[src/hdl/soc_map_pkg.sv]
// ============================
// Address map of the memory-side fabric. SRAM starts at 0 and is
// word addressed; MMIO occupies one 256-byte page at 0x0300_0000
// ============================
`default_nettype none

package soc_map_pkg;

  localparam int ADDR_W     = 32;
  localparam int DATA_W     = 32;
  localparam int STRB_W     = 4;

  // external SRAM, 128 KiB
  localparam int MEM_WORDS  = 32768;
  localparam int RAM_ADDR_W = 15;
  localparam logic [ADDR_W-1:0] RAM_LIMIT = ADDR_W'(4 * MEM_WORDS);

  // upper address bits of the MMIO page
  localparam logic [ADDR_W-9:0] MMIO_BASE_HI = 24'h030000;

  // byte offsets inside the MMIO page
  typedef enum logic [7:0] {
    GPIO_OUT  = 8'h00,
    GPIO_OEB  = 8'h04,
    GPIO_PU   = 8'h08,
    GPIO_PD   = 8'h0c,
    PLL_DEST  = 8'h38,
    TRAP_DEST = 8'h3c,
    IRQ7_SRC  = 8'h40,
    IRQ8_SRC  = 8'h44
  } reg_off_e;

endpackage

`default_nettype wire

[src/hdl/gpio_pkg.sv]
// ============================
// GPIO pad and interrupt definitions. Pins 8..10 and 11..13 are
// the only pins that the routing registers can take over
// ============================
`default_nettype none

package gpio_pkg;

  localparam int GPIO_W      = 16;
  localparam int IRQ_W       = 32;

  // interrupt vector bit positions
  localparam int IRQ_PIN_BIT = 5;
  localparam int IRQ_SPI_BIT = 6;
  localparam int IRQ_7_BIT   = 7;
  localparam int IRQ_8_BIT   = 8;

  // routed pin ranges
  localparam int PLL_PIN_LO    = 8;
  localparam int PLL_PIN_HI    = 10;
  localparam int TRAP_PIN_LO   = 11;
  localparam int TRAP_PIN_HI   = 13;
  // first gpio_in pin of each irq selector
  localparam int IRQ7_PIN_BASE = 0;
  localparam int IRQ8_PIN_BASE = 3;

  typedef enum logic [1:0] {PLL_NONE, PLL_PIN8, PLL_PIN9} pll_dest_e;

  typedef enum logic [1:0] {TRAP_NONE, TRAP_PIN11, TRAP_PIN12, TRAP_PIN13} trap_dest_e;

  // value n picks the n-th candidate pin, 0 turns the source off
  typedef enum logic [1:0] {SRC_OFF, SRC_IN0, SRC_IN1, SRC_IN2} irq_src_e;

endpackage

`default_nettype wire

[src/hdl/mem_bus_fabric.sv]
// ============================
// Valid/ready decoder for a single non-pipelining master.
// Every target answers one cycle after the first cycle of valid;
// unmapped addresses complete with zero read data
// ============================
`timescale 1ns/100ps
`default_nettype none

module mem_bus_fabric (
  input  logic                               clk_i,
  input  logic                               rst_n_i,
  input  logic                               mem_valid_i,
  input  logic [soc_map_pkg::ADDR_W-1:0]     mem_addr_i,
  input  logic [soc_map_pkg::DATA_W-1:0]     mem_wdata_i,
  input  logic [soc_map_pkg::STRB_W-1:0]     mem_wstrb_i,
  output logic                               mem_ready_o,
  output logic [soc_map_pkg::DATA_W-1:0]     mem_rdata_o,
  output logic [soc_map_pkg::RAM_ADDR_W-1:0] ram_addr_o,
  output logic [soc_map_pkg::DATA_W-1:0]     ram_wdata_o,
  output logic [soc_map_pkg::STRB_W-1:0]     ram_wstrb_o,
  input  logic [soc_map_pkg::DATA_W-1:0]     ram_rdata_i,
  output logic [7:0]                         reg_off_o,
  output logic [soc_map_pkg::DATA_W-1:0]     reg_wdata_o,
  output logic [soc_map_pkg::STRB_W-1:0]     reg_we_o,
  input  logic [soc_map_pkg::DATA_W-1:0]     reg_rdata_i
);
  import soc_map_pkg::*;

  typedef enum logic [1:0] {
    TGT_NONE,
    TGT_RAM,
    TGT_MMIO
  } tgt_e;

  logic              req_first;
  logic              sel_ram;
  logic              sel_mmio;
  tgt_e              tgt_d;
  tgt_e              tgt_q;
  logic [DATA_W-1:0] mmio_rdata_q;

  // valid stays high during the ready cycle, so that cycle is not new
  assign req_first = mem_valid_i && !mem_ready_o;
  assign sel_ram   = mem_addr_i < RAM_LIMIT;
  assign sel_mmio  = mem_addr_i[ADDR_W-1:8] == MMIO_BASE_HI;

  always_comb begin
    if (sel_ram) begin
      tgt_d = TGT_RAM;
    end else if (sel_mmio) begin
      tgt_d = TGT_MMIO;
    end else begin
      tgt_d = TGT_NONE;
    end
  end

  // sram port, data comes back one cycle after the address
  assign ram_addr_o  = mem_addr_i[RAM_ADDR_W+1:2];
  assign ram_wdata_o = mem_wdata_i;
  assign ram_wstrb_o = (req_first && tgt_d == TGT_RAM) ? mem_wstrb_i : '0;

  // register file port
  assign reg_off_o   = mem_addr_i[7:0];
  assign reg_wdata_o = mem_wdata_i;
  assign reg_we_o    = (req_first && tgt_d == TGT_MMIO) ? mem_wstrb_i : '0;

  always_ff @(posedge clk_i or negedge rst_n_i) begin
    if (!rst_n_i) begin
      mem_ready_o <= 1'b0;
      tgt_q       <= TGT_NONE;
    end else begin
      mem_ready_o <= req_first;
      if (req_first) begin
        tgt_q <= tgt_d;
      end
    end
  end

  // mmio read value is taken before the write lands
  always_ff @(posedge clk_i) begin
    if (req_first) begin
      mmio_rdata_q <= reg_rdata_i;
    end
  end

  always_comb begin
    case (tgt_q)
      TGT_RAM:  mem_rdata_o = ram_rdata_i;
      TGT_MMIO: mem_rdata_o = mmio_rdata_q;
      default:  mem_rdata_o = '0;
    endcase
  end

endmodule

`default_nettype wire

[src/hdl/gpio_regs.sv]
// ============================
// GPIO, routing and irq-select registers of the MMIO page.
// Unknown offsets read zero and drop writes
// ============================
`timescale 1ns/100ps
`default_nettype none

module gpio_regs (
  input  logic                           clk_i,
  input  logic                           rst_n_i,
  input  logic [7:0]                     reg_off_i,
  input  logic [soc_map_pkg::DATA_W-1:0] reg_wdata_i,
  input  logic [soc_map_pkg::STRB_W-1:0] reg_we_i,
  input  logic [gpio_pkg::GPIO_W-1:0]    pin_out_i,
  input  logic [gpio_pkg::GPIO_W-1:0]    gpio_in_i,
  output logic [soc_map_pkg::DATA_W-1:0] reg_rdata_o,
  output logic [gpio_pkg::GPIO_W-1:0]    gpio_o,
  output logic [gpio_pkg::GPIO_W-1:0]    gpio_oeb_o,
  output logic [gpio_pkg::GPIO_W-1:0]    gpio_pu_o,
  output logic [gpio_pkg::GPIO_W-1:0]    gpio_pd_o,
  output gpio_pkg::pll_dest_e            pll_dest_o,
  output gpio_pkg::trap_dest_e           trap_dest_o,
  output gpio_pkg::irq_src_e             irq7_src_o,
  output gpio_pkg::irq_src_e             irq8_src_o
);
  import soc_map_pkg::*;
  import gpio_pkg::*;

  // byte-strobed update of a 16-bit register
  function automatic logic [GPIO_W-1:0] merge_bytes(
    input logic [GPIO_W-1:0] old_val,
    input logic [DATA_W-1:0] wdata,
    input logic [STRB_W-1:0] we
  );
    logic [GPIO_W-1:0] res;
    res = old_val;
    for (int b = 0; b < GPIO_W / 8; b++) begin
      if (we[b]) res[b*8 +: 8] = wdata[b*8 +: 8];
    end
    return res;
  endfunction

  always_ff @(posedge clk_i or negedge rst_n_i) begin
    if (!rst_n_i) begin
      gpio_o      <= '0;
      gpio_oeb_o  <= '1;
      gpio_pu_o   <= '0;
      gpio_pd_o   <= '0;
      pll_dest_o  <= PLL_NONE;
      trap_dest_o <= TRAP_NONE;
      irq7_src_o  <= SRC_OFF;
      irq8_src_o  <= SRC_OFF;
    end else if (|reg_we_i) begin
      case (reg_off_i)
        GPIO_OUT:  gpio_o     <= merge_bytes(gpio_o, reg_wdata_i, reg_we_i);
        GPIO_OEB:  gpio_oeb_o <= merge_bytes(gpio_oeb_o, reg_wdata_i, reg_we_i);
        GPIO_PU:   gpio_pu_o  <= merge_bytes(gpio_pu_o, reg_wdata_i, reg_we_i);
        GPIO_PD:   gpio_pd_o  <= merge_bytes(gpio_pd_o, reg_wdata_i, reg_we_i);
        // 2-bit selectors live in byte 0
        PLL_DEST:  if (reg_we_i[0]) pll_dest_o <= pll_dest_e'(reg_wdata_i[1:0]);
        TRAP_DEST: if (reg_we_i[0]) trap_dest_o <= trap_dest_e'(reg_wdata_i[1:0]);
        IRQ7_SRC:  if (reg_we_i[0]) irq7_src_o <= irq_src_e'(reg_wdata_i[1:0]);
        IRQ8_SRC:  if (reg_we_i[0]) irq8_src_o <= irq_src_e'(reg_wdata_i[1:0]);
        default:   ;
      endcase
    end
  end

  always_comb begin
    reg_rdata_o = '0;
    case (reg_off_i)
      // pads as driven, after routing, in the upper half
      GPIO_OUT:  reg_rdata_o[2*GPIO_W-1:0] = {pin_out_i, gpio_in_i};
      GPIO_OEB:  reg_rdata_o[GPIO_W-1:0] = gpio_oeb_o;
      GPIO_PU:   reg_rdata_o[GPIO_W-1:0] = gpio_pu_o;
      GPIO_PD:   reg_rdata_o[GPIO_W-1:0] = gpio_pd_o;
      PLL_DEST:  reg_rdata_o[1:0] = pll_dest_o;
      TRAP_DEST: reg_rdata_o[1:0] = trap_dest_o;
      IRQ7_SRC:  reg_rdata_o[1:0] = irq7_src_o;
      IRQ8_SRC:  reg_rdata_o[1:0] = irq8_src_o;
      default:   ;
    endcase
  end

endmodule

`default_nettype wire

[src/hdl/gpio_pin_mux.sv]
// ============================
// Pad routing and irq vector, purely combinational.
// clk_i is passed to a pad as data when the PLL route is on;
// all pads are tristated while rst_n_i is low
// ============================
`timescale 1ns/100ps
`default_nettype none

module gpio_pin_mux (
  input  logic                         clk_i,
  input  logic                         rst_n_i,
  input  logic                         trap_i,
  input  logic [gpio_pkg::GPIO_W-1:0]  gpio_in_i,
  input  logic                         irq_pin_i,
  input  logic                         irq_spi_i,
  input  logic [gpio_pkg::GPIO_W-1:0]  gpio_i,
  input  logic [gpio_pkg::GPIO_W-1:0]  gpio_oeb_i,
  input  logic [gpio_pkg::GPIO_W-1:0]  gpio_pu_i,
  input  logic [gpio_pkg::GPIO_W-1:0]  gpio_pd_i,
  input  gpio_pkg::pll_dest_e          pll_dest_i,
  input  gpio_pkg::trap_dest_e         trap_dest_i,
  input  gpio_pkg::irq_src_e           irq7_src_i,
  input  gpio_pkg::irq_src_e           irq8_src_i,
  output logic [gpio_pkg::GPIO_W-1:0]  gpio_out_o,
  output logic [gpio_pkg::GPIO_W-1:0]  gpio_outenb_o,
  output logic [gpio_pkg::GPIO_W-1:0]  gpio_pullupb_o,
  output logic [gpio_pkg::GPIO_W-1:0]  gpio_pulldownb_o,
  output logic [gpio_pkg::IRQ_W-1:0]   irq_o
);
  import gpio_pkg::*;

  function automatic logic pick_src(input irq_src_e src, input logic [2:0] pins);
    case (src)
      SRC_IN0: return pins[0];
      SRC_IN1: return pins[1];
      SRC_IN2: return pins[2];
      default: return 1'b0;
    endcase
  endfunction

  always_comb begin
    gpio_out_o       = gpio_i;
    gpio_outenb_o    = gpio_oeb_i;
    gpio_pullupb_o   = gpio_pu_i;
    gpio_pulldownb_o = gpio_pd_i;

    // whole pll group is driven with pulls off once routed
    if (pll_dest_i != PLL_NONE) begin
      gpio_outenb_o[PLL_PIN_HI:PLL_PIN_LO]    = '0;
      gpio_pullupb_o[PLL_PIN_HI:PLL_PIN_LO]   = '1;
      gpio_pulldownb_o[PLL_PIN_HI:PLL_PIN_LO] = '1;
    end
    case (pll_dest_i)
      PLL_PIN8: gpio_out_o[PLL_PIN_LO] = clk_i;
      PLL_PIN9: gpio_out_o[PLL_PIN_LO+1] = clk_i;
      default:  ;
    endcase

    if (trap_dest_i != TRAP_NONE) begin
      gpio_outenb_o[TRAP_PIN_HI:TRAP_PIN_LO]    = '0;
      gpio_pullupb_o[TRAP_PIN_HI:TRAP_PIN_LO]   = '1;
      gpio_pulldownb_o[TRAP_PIN_HI:TRAP_PIN_LO] = '1;
    end
    case (trap_dest_i)
      TRAP_PIN11: gpio_out_o[TRAP_PIN_LO] = trap_i;
      TRAP_PIN12: gpio_out_o[TRAP_PIN_LO+1] = trap_i;
      TRAP_PIN13: gpio_out_o[TRAP_PIN_LO+2] = trap_i;
      default:    ;
    endcase

    if (!rst_n_i) begin
      gpio_outenb_o = '1;
    end
  end

  always_comb begin
    irq_o              = '0;
    irq_o[IRQ_PIN_BIT] = irq_pin_i;
    irq_o[IRQ_SPI_BIT] = irq_spi_i;
    irq_o[IRQ_7_BIT]   = pick_src(irq7_src_i, gpio_in_i[IRQ7_PIN_BASE +: 3]);
    irq_o[IRQ_8_BIT]   = pick_src(irq8_src_i, gpio_in_i[IRQ8_PIN_BASE +: 3]);
  end

endmodule

`default_nettype wire

[src/hdl/soc_periph_top.sv]
// ============================
// Memory-side fabric with the CPU bus as the top-level port.
// The master must hold a request until ready and never pipeline
// ============================
`timescale 1ns/100ps
`default_nettype none

module soc_periph_top (
  input  logic                               clk_i,
  input  logic                               rst_n_i,
  input  logic                               mem_valid_i,
  input  logic [soc_map_pkg::ADDR_W-1:0]     mem_addr_i,
  input  logic [soc_map_pkg::DATA_W-1:0]     mem_wdata_i,
  input  logic [soc_map_pkg::STRB_W-1:0]     mem_wstrb_i,
  output logic                               mem_ready_o,
  output logic [soc_map_pkg::DATA_W-1:0]     mem_rdata_o,
  output logic [soc_map_pkg::RAM_ADDR_W-1:0] ram_addr_o,
  output logic [soc_map_pkg::DATA_W-1:0]     ram_wdata_o,
  output logic [soc_map_pkg::STRB_W-1:0]     ram_wstrb_o,
  input  logic [soc_map_pkg::DATA_W-1:0]     ram_rdata_i,
  input  logic                               trap_i,
  input  logic [gpio_pkg::GPIO_W-1:0]        gpio_in_i,
  input  logic                               irq_pin_i,
  input  logic                               irq_spi_i,
  output logic [gpio_pkg::GPIO_W-1:0]        gpio_out_o,
  output logic [gpio_pkg::GPIO_W-1:0]        gpio_outenb_o,
  output logic [gpio_pkg::GPIO_W-1:0]        gpio_pullupb_o,
  output logic [gpio_pkg::GPIO_W-1:0]        gpio_pulldownb_o,
  output logic [gpio_pkg::IRQ_W-1:0]         irq_o
);
  import soc_map_pkg::*;
  import gpio_pkg::*;

  logic [7:0]        reg_off;
  logic [DATA_W-1:0] reg_wdata;
  logic [STRB_W-1:0] reg_we;
  logic [DATA_W-1:0] reg_rdata;
  logic [GPIO_W-1:0] gpio;
  logic [GPIO_W-1:0] gpio_oeb;
  logic [GPIO_W-1:0] gpio_pu;
  logic [GPIO_W-1:0] gpio_pd;
  pll_dest_e         pll_dest;
  trap_dest_e        trap_dest;
  irq_src_e          irq7_src;
  irq_src_e          irq8_src;

  mem_bus_fabric u_fabric (
    .clk_i       (clk_i),
    .rst_n_i     (rst_n_i),
    .mem_valid_i (mem_valid_i),
    .mem_addr_i  (mem_addr_i),
    .mem_wdata_i (mem_wdata_i),
    .mem_wstrb_i (mem_wstrb_i),
    .mem_ready_o (mem_ready_o),
    .mem_rdata_o (mem_rdata_o),
    .ram_addr_o  (ram_addr_o),
    .ram_wdata_o (ram_wdata_o),
    .ram_wstrb_o (ram_wstrb_o),
    .ram_rdata_i (ram_rdata_i),
    .reg_off_o   (reg_off),
    .reg_wdata_o (reg_wdata),
    .reg_we_o    (reg_we),
    .reg_rdata_i (reg_rdata)
  );

  // pad outputs loop back for the GPIO_OUT read
  gpio_regs u_regs (
    .clk_i       (clk_i),
    .rst_n_i     (rst_n_i),
    .reg_off_i   (reg_off),
    .reg_wdata_i (reg_wdata),
    .reg_we_i    (reg_we),
    .pin_out_i   (gpio_out_o),
    .gpio_in_i   (gpio_in_i),
    .reg_rdata_o (reg_rdata),
    .gpio_o      (gpio),
    .gpio_oeb_o  (gpio_oeb),
    .gpio_pu_o   (gpio_pu),
    .gpio_pd_o   (gpio_pd),
    .pll_dest_o  (pll_dest),
    .trap_dest_o (trap_dest),
    .irq7_src_o  (irq7_src),
    .irq8_src_o  (irq8_src)
  );

  gpio_pin_mux u_pins (
    .clk_i            (clk_i),
    .rst_n_i          (rst_n_i),
    .trap_i           (trap_i),
    .gpio_in_i        (gpio_in_i),
    .irq_pin_i        (irq_pin_i),
    .irq_spi_i        (irq_spi_i),
    .gpio_i           (gpio),
    .gpio_oeb_i       (gpio_oeb),
    .gpio_pu_i        (gpio_pu),
    .gpio_pd_i        (gpio_pd),
    .pll_dest_i       (pll_dest),
    .trap_dest_i      (trap_dest),
    .irq7_src_i       (irq7_src),
    .irq8_src_i       (irq8_src),
    .gpio_out_o       (gpio_out_o),
    .gpio_outenb_o    (gpio_outenb_o),
    .gpio_pullupb_o   (gpio_pullupb_o),
    .gpio_pulldownb_o (gpio_pulldownb_o),
    .irq_o            (irq_o)
  );

endmodule

`default_nettype wire

[config.mk]
export PLATFORM = sky130hd
export DESIGN_NAME = soc_periph_top
export DESIGN_NICKNAME = d
export VERILOG_FILES = /design/src/hdl/soc_map_pkg.sv /design/src/hdl/gpio_pkg.sv /design/src/hdl/mem_bus_fabric.sv /design/src/hdl/gpio_regs.sv /design/src/hdl/gpio_pin_mux.sv /design/src/hdl/soc_periph_top.sv
export SDC_FILE = /design/constraint.sdc
export NUM_CORES = 1
export LEC_CHECK = 0
export ABC_AREA = 0
export BUFFER_PORTS_ARGS = -buffer_cell sky130_fd_sc_hd__buf_2
export CAP_MARGIN = 25
export CORE_UTILIZATION = 35
export DETAILED_ROUTE_END_ITERATION = 7
export GPL_TIMING_DRIVEN = 0
export PLACE_DENSITY = 0.64
export SLEW_MARGIN = 20
export SYNTH_ARGS = -nofsm -noshare
export SYNTH_HDL_FRONTEND = slang
export SYNTH_SLANG_ARGS = --single-unit
[constraint.sdc]
create_clock -name clk_i -period 5 [get_ports clk_i]
set_input_delay 0 -clock clk_i [delete_from_list [all_inputs] [get_ports clk_i]]
set_output_delay 0 -clock clk_i [all_outputs]
set_load 0.005 [all_outputs]
Word-level counts from Yosys, hierarchy flattened
Index checks and enable logic that the tools add are counted.
- input bits: 122
- logic and storage cells: 81
- flip-flop bits (word level): 107
- output and inout port bits: 180
- reductions and logical operators: 20
- eq/ne operators: 23
- order comparisons: 1
- muxes and demuxes: 21
- operators with widths (kind ; count):
    $pmux W32 S2 ; 1
    $pmux W14 S4 ; 1
    $reduce_and A3 Y1 ; 12
    $lt A32 B18 Y1 const B ; 1
    $eq A24 B18 Y1 const B ; 1
    $eq A2 B2 Y1 const B ; 9
    $mux W3 ; 6
    $eq A8 B4 Y1 const B ; 2
    $eq A8 B6 Y1 const B ; 2
    $eq A8 B7 Y1 const B ; 2
    $mux W16 ; 1
    $pmux W2 S8 ; 1
    $eq A2 B1 Y1 const B ; 6
    $eq A8 B3 Y1 const B ; 1
    $logic_not A8 Y1 ; 1
    $mux W4 ; 2
    $pmux W1 S3 ; 2
    $mux W1 ; 5
    $mux W2 ; 2
    $reduce_bool A2 Y1 ; 2
    $reduce_or A4 Y1 ; 1
    $logic_and A1 B1 Y1 ; 3
    $logic_not A1 Y1 ; 1

Depth between registers and ports, before layout
- depth after elaboration: 8
- gate-level depth with buffers: 6
- gate-level depth less buffers: 4

By module
From an unflattened synthesis, not the netlist that was laid out.
- cell total of the unflattened synthesis: 572
- area total of the unflattened synthesis: 6638.9 um^2
- modules (own cells, without submodules) (module ; cells each ; times used ; area an instance (um^2)):
    gpio_regs ; 234 ; 1 ; 3500.9
    mem_bus_fabric ; 223 ; 1 ; 2336.0
    gpio_pin_mux ; 115 ; 1 ; 802.0

==> results by group <==
Timing
  • Slew HR: 41.6%
  • Setup_tns: 0 ns
  • Final Hold Fails: 0
  • Final Slew Violations: 0
  • Final setup violation count: 0
  • Clock Skew: 0.00273 ns
  • RSZ-0062 raised after global routing: no
  • Worst-Margin Slew: 0.870 ns

Worst setup path
  • Crit path kind: clk -> out
  • FF-to-FF path depth: 5
  • WP data arrival: roughly 4.0 ns
  • Reg2Reg Launch Point: u_fabric.mem_ready_o$_DFF_PN0_
  • Worst-path fanout max: 2
  • Crit path from: clk_i
  • Setup slack, reg-to-reg: approximately 2.6 ns
  • RR Endpoint: u_regs.gpio_o[0]$_DFFE_PN0P_
  • CP endpoint kind: primary output
  • Worst setup path endpoint: gpio_out_o[9]
  • CP startpoint kind: clock port
  • Worst EP required: about 5.0 ns

GRT
  • GRT Overall Usage: ~23%
  • First-pass GRT wire length: approximately 31,000 um
  • GRT overflow: 0
  • Largest net degree at the start of global routing: 44
  • Number of global-route vias before repair: around 5,400
  • Antenna violations before repair: 2

CTS
  • CTS tree: built
  • Worst-skew pair later-pin latency: about 0.47 ns
  • Clock Pin Slew Worst Setup and Hold Paths: 0.07 ns
  • Total setup buffers inserted after CTS: 0

Finish
  • Syn-to-layout area delta: 43.7%
  • Storage cell area: 0.00286 mm2
  • Layout cells sized above 1: 56.1%
  • Total Nets Final: 1,024
  • Multi-input gate area: roughly 0.0026 mm2
  • Non-filler cells in the finished layout: between 1,000 and 1,500
  • Number of filler cells placed in the layout: roughly 1,600

Die
  • Die area: ~0.019 mm2
  • Core box area: between 0.015 and 0.02 mm2
  • Die H: between 100 and 150 um
  • FP Rows: between 40 and 50
  • Ports: 302
  • Die Width: roughly 140 um
  • Starting density of the core: between 30% and 40%

Logic synthesis
  • Async set-or-reset flop fraction in the synthesized netlist: between 70% and 80%
  • Ranking of synthesized cells by area: dfrtp_1 23%, edfxtp_1 15%, buf_4 13%, mux2_2 12%, a22oi_1 7.6%
  • Number of enable flip-flop cells after synthesis: 32
  • Dominant cell type by area after synthesis: dfrtp_1
  • Register area share after synthesis: 45.3%
  • Synth warnings: 0
  • Mean Syn Cell Area: roughly 11 um2
  • Synth cell types: 37
  • Most frequent cell after synthesis: buf_4
  • Share of the synthesized area in the top cell type: 23.4%
  • Most frequent cells after synthesis: 108 x buf_4, 70 x mux2_2, 64 x a22oi_1
  • Synth Cell Area: between 0.006 and 0.007 mm2
  • Seq cells post-synth: around 110
  • Ys flop type: dfrtp_1
  • Syn Inst Count: approximately 560

Placed design
  • DP HPWL: roughly 15,000 um
  • Placed Cells: 1,064
  • Final RePlAce weighted congestion: approximately 0.80
  • Number of port buffers: between 200 and 300

Route
  • Remaining DRCs: 0
  • Via-to-Cell Ratio: roughly 4.8
  • Antenna Nets Post-Route: 0
  • Drt wl/cell: approximately 18 um
  • Drt total wl: between 20,000 and 25,000 um
  • Drt first pass iters: 5
  • Routed via count: roughly 5,500
  • Iter 0 DRT Violations: 250

Outcome
  • Status: completed

Power and ir drop
  • Peak VDD IR: 0.209 mV
  • Leak: between 4 and 5 nW
  • Pwr dens: between 200 and 250 mW/mm2

Min path
  • Worst min path class: in -> reg
  • Hold Crit Start: mem_addr_i[25]

Flow run
  • Max-Cap Viols: 0
## placed cells by master, fill, tap and decap left out, types with 2 or more instances in the layout
| master | instances |
|---|---|
| diode_2 | 2 |
| or3_1 | 12 |
| nor4_1 | 6 |
| ha_1 | 2 |
| buf_2 | 254 |
| o22a_1 | 2 |
| clkbuf_1 | 27 |
| nand4_4 | 2 |
| mux2_2 | 70 |
| buf_16 | 2 |
| inv_1 | 3 |
| and3_1 | 13 |
| dfrtp_1 | 59 |
| edfxtp_1 | 32 |
| buf_4 | 109 |
| nand2b_1 | 13 |
| mux2_4 | 8 |
| mux2i_1 | 4 |
| dfstp_2 | 16 |
| a22oi_1 | 64 |
| nor2_1 | 36 |
| dlygate4sd3_1 | 36 |
| nor3_1 | 3 |
| nor4_4 | 10 |
| nor4b_2 | 2 |
| and2_1 | 10 |
| o21ai_0 | 2 |
| nand3_1 | 5 |
| nor4_2 | 3 |
| clkbuf_8 | 2 |
| nand2_1 | 33 |
| clkbuf_16 | 24 |
| clkinv_1 | 2 |
| conb_1 | 28 |
## through the flow
| stage | cell area [um2] | setup slack [ns] | power [mW] | utilization, % | hold WS (ns) |
|---|---|---|---|---|---|
| detailed placement | 8040 | 1.85 | 1.13 | 46.0 | 0.0112 |
| finish | 9070 | 1.04 | 2.20 | 51.9 | 0.0307 |
| floorplan | 6410 | 1.83 | 1.01 | - | -0.296 |
| global placement | 7970 | 1.45 | 1.13 | 45.6 | 0.167 |
| global route | 9070 | 1.01 | 2.28 | 51.9 | 0.0446 |
| CTS | 9070 | 1.03 | 2.22 | 51.9 | 0.0226 |
## what timing repair did
| item | 4_1_cts | 5_1_grt |
|---|---|---|
| endpoints found under the hold margin | 154 | 0 |
| hold buffers | 36 | 0 |
| resized for setup | 0 | 0 |
## logic make-up after synthesis
logic type,count (synthesis),share of synthesized area [%]
compound gates,70,8.26
other cells,1,0.0594
fa+ha+maj,2,0.396
flops,107,45.3
simple gates,153,16.0
mux,83,15.2
buf+inv,139,14.8
## cell type report
type,instances,area share [%]
clock inverters,4,0.317
inverters,5,0.207
plain buffers,134,10.1
repair buffers,291,18.6
clock buffers,31,7.16
multi-input cells,336,29.0
diodes,2,0.0552
flip-flops and latches,107,31.5
well taps,225,3.10
## where the power goes
group | switching (mW) | internal [mW]
sequential | 0.00553 | 0.913
combinational | 0.102 | 0.115
clock | 0.391 | 0.673
## metal layers
| layer | GRT usage (%) | share of wire [%] | vias to the layer above |
|---|---|---|---|
| met4 | 10.3 | 1.6 | 0 |
| met3 | 4.36 | 6.9 | 33 |
| li1 | - | - | 2565 |
| met5 | 0 | 0 | - |
| met2 | 38.9 | 50 | 273 |
| met1 | 27.4 | 42 | 2585 |
## how the worst min path moves through the flow
stage	slack, ns	end	cells after the start
after floorplan	-0.30	u_fabric.mem_ready_o$_DFF_PN0_	0
after detailed placement	0.01	u_regs.gpio_pu_o[8]$_DFFE_PN0P_	1
after global routing	0.04	u_fabric.tgt_q[1]$_DFFE_PN0P_	3
after CTS	0.02	u_fabric.tgt_q[1]$_DFFE_PN0P_	3
final	0.03	u_fabric.tgt_q[1]$_DFFE_PN0P_	3
after global placement	0.17	ram_wdata_o[25]	2
## state kept, by name, summed over array words and instances, names as in the netlist
name	flops
u_fabric.mem_ready_o	1
u_fabric.mmio_rdata_q	32
u_fabric.tgt_q	2
u_regs.gpio_o	16
u_regs.gpio_oeb_o	16
u_regs.gpio_pd_o	16
u_regs.gpio_pu_o	16
u_regs.irq7_src_o	2
u_regs.irq8_src_o	2
u_regs.pll_dest_o	2
u_regs.trap_dest_o	2
## critical path: stages
cell and delay (ns):
clkbuf_16 0.12, clkbuf_16 0.13, clkbuf_16 0.13, clkbuf_16 0.13
clkbuf_16 0.14, clkbuf_16 0.13, mux2_2 0.28, clkbuf_16 0.16
clkbuf_16 0.13, buf_2 0.11
(Power assumes the default switching activity.)
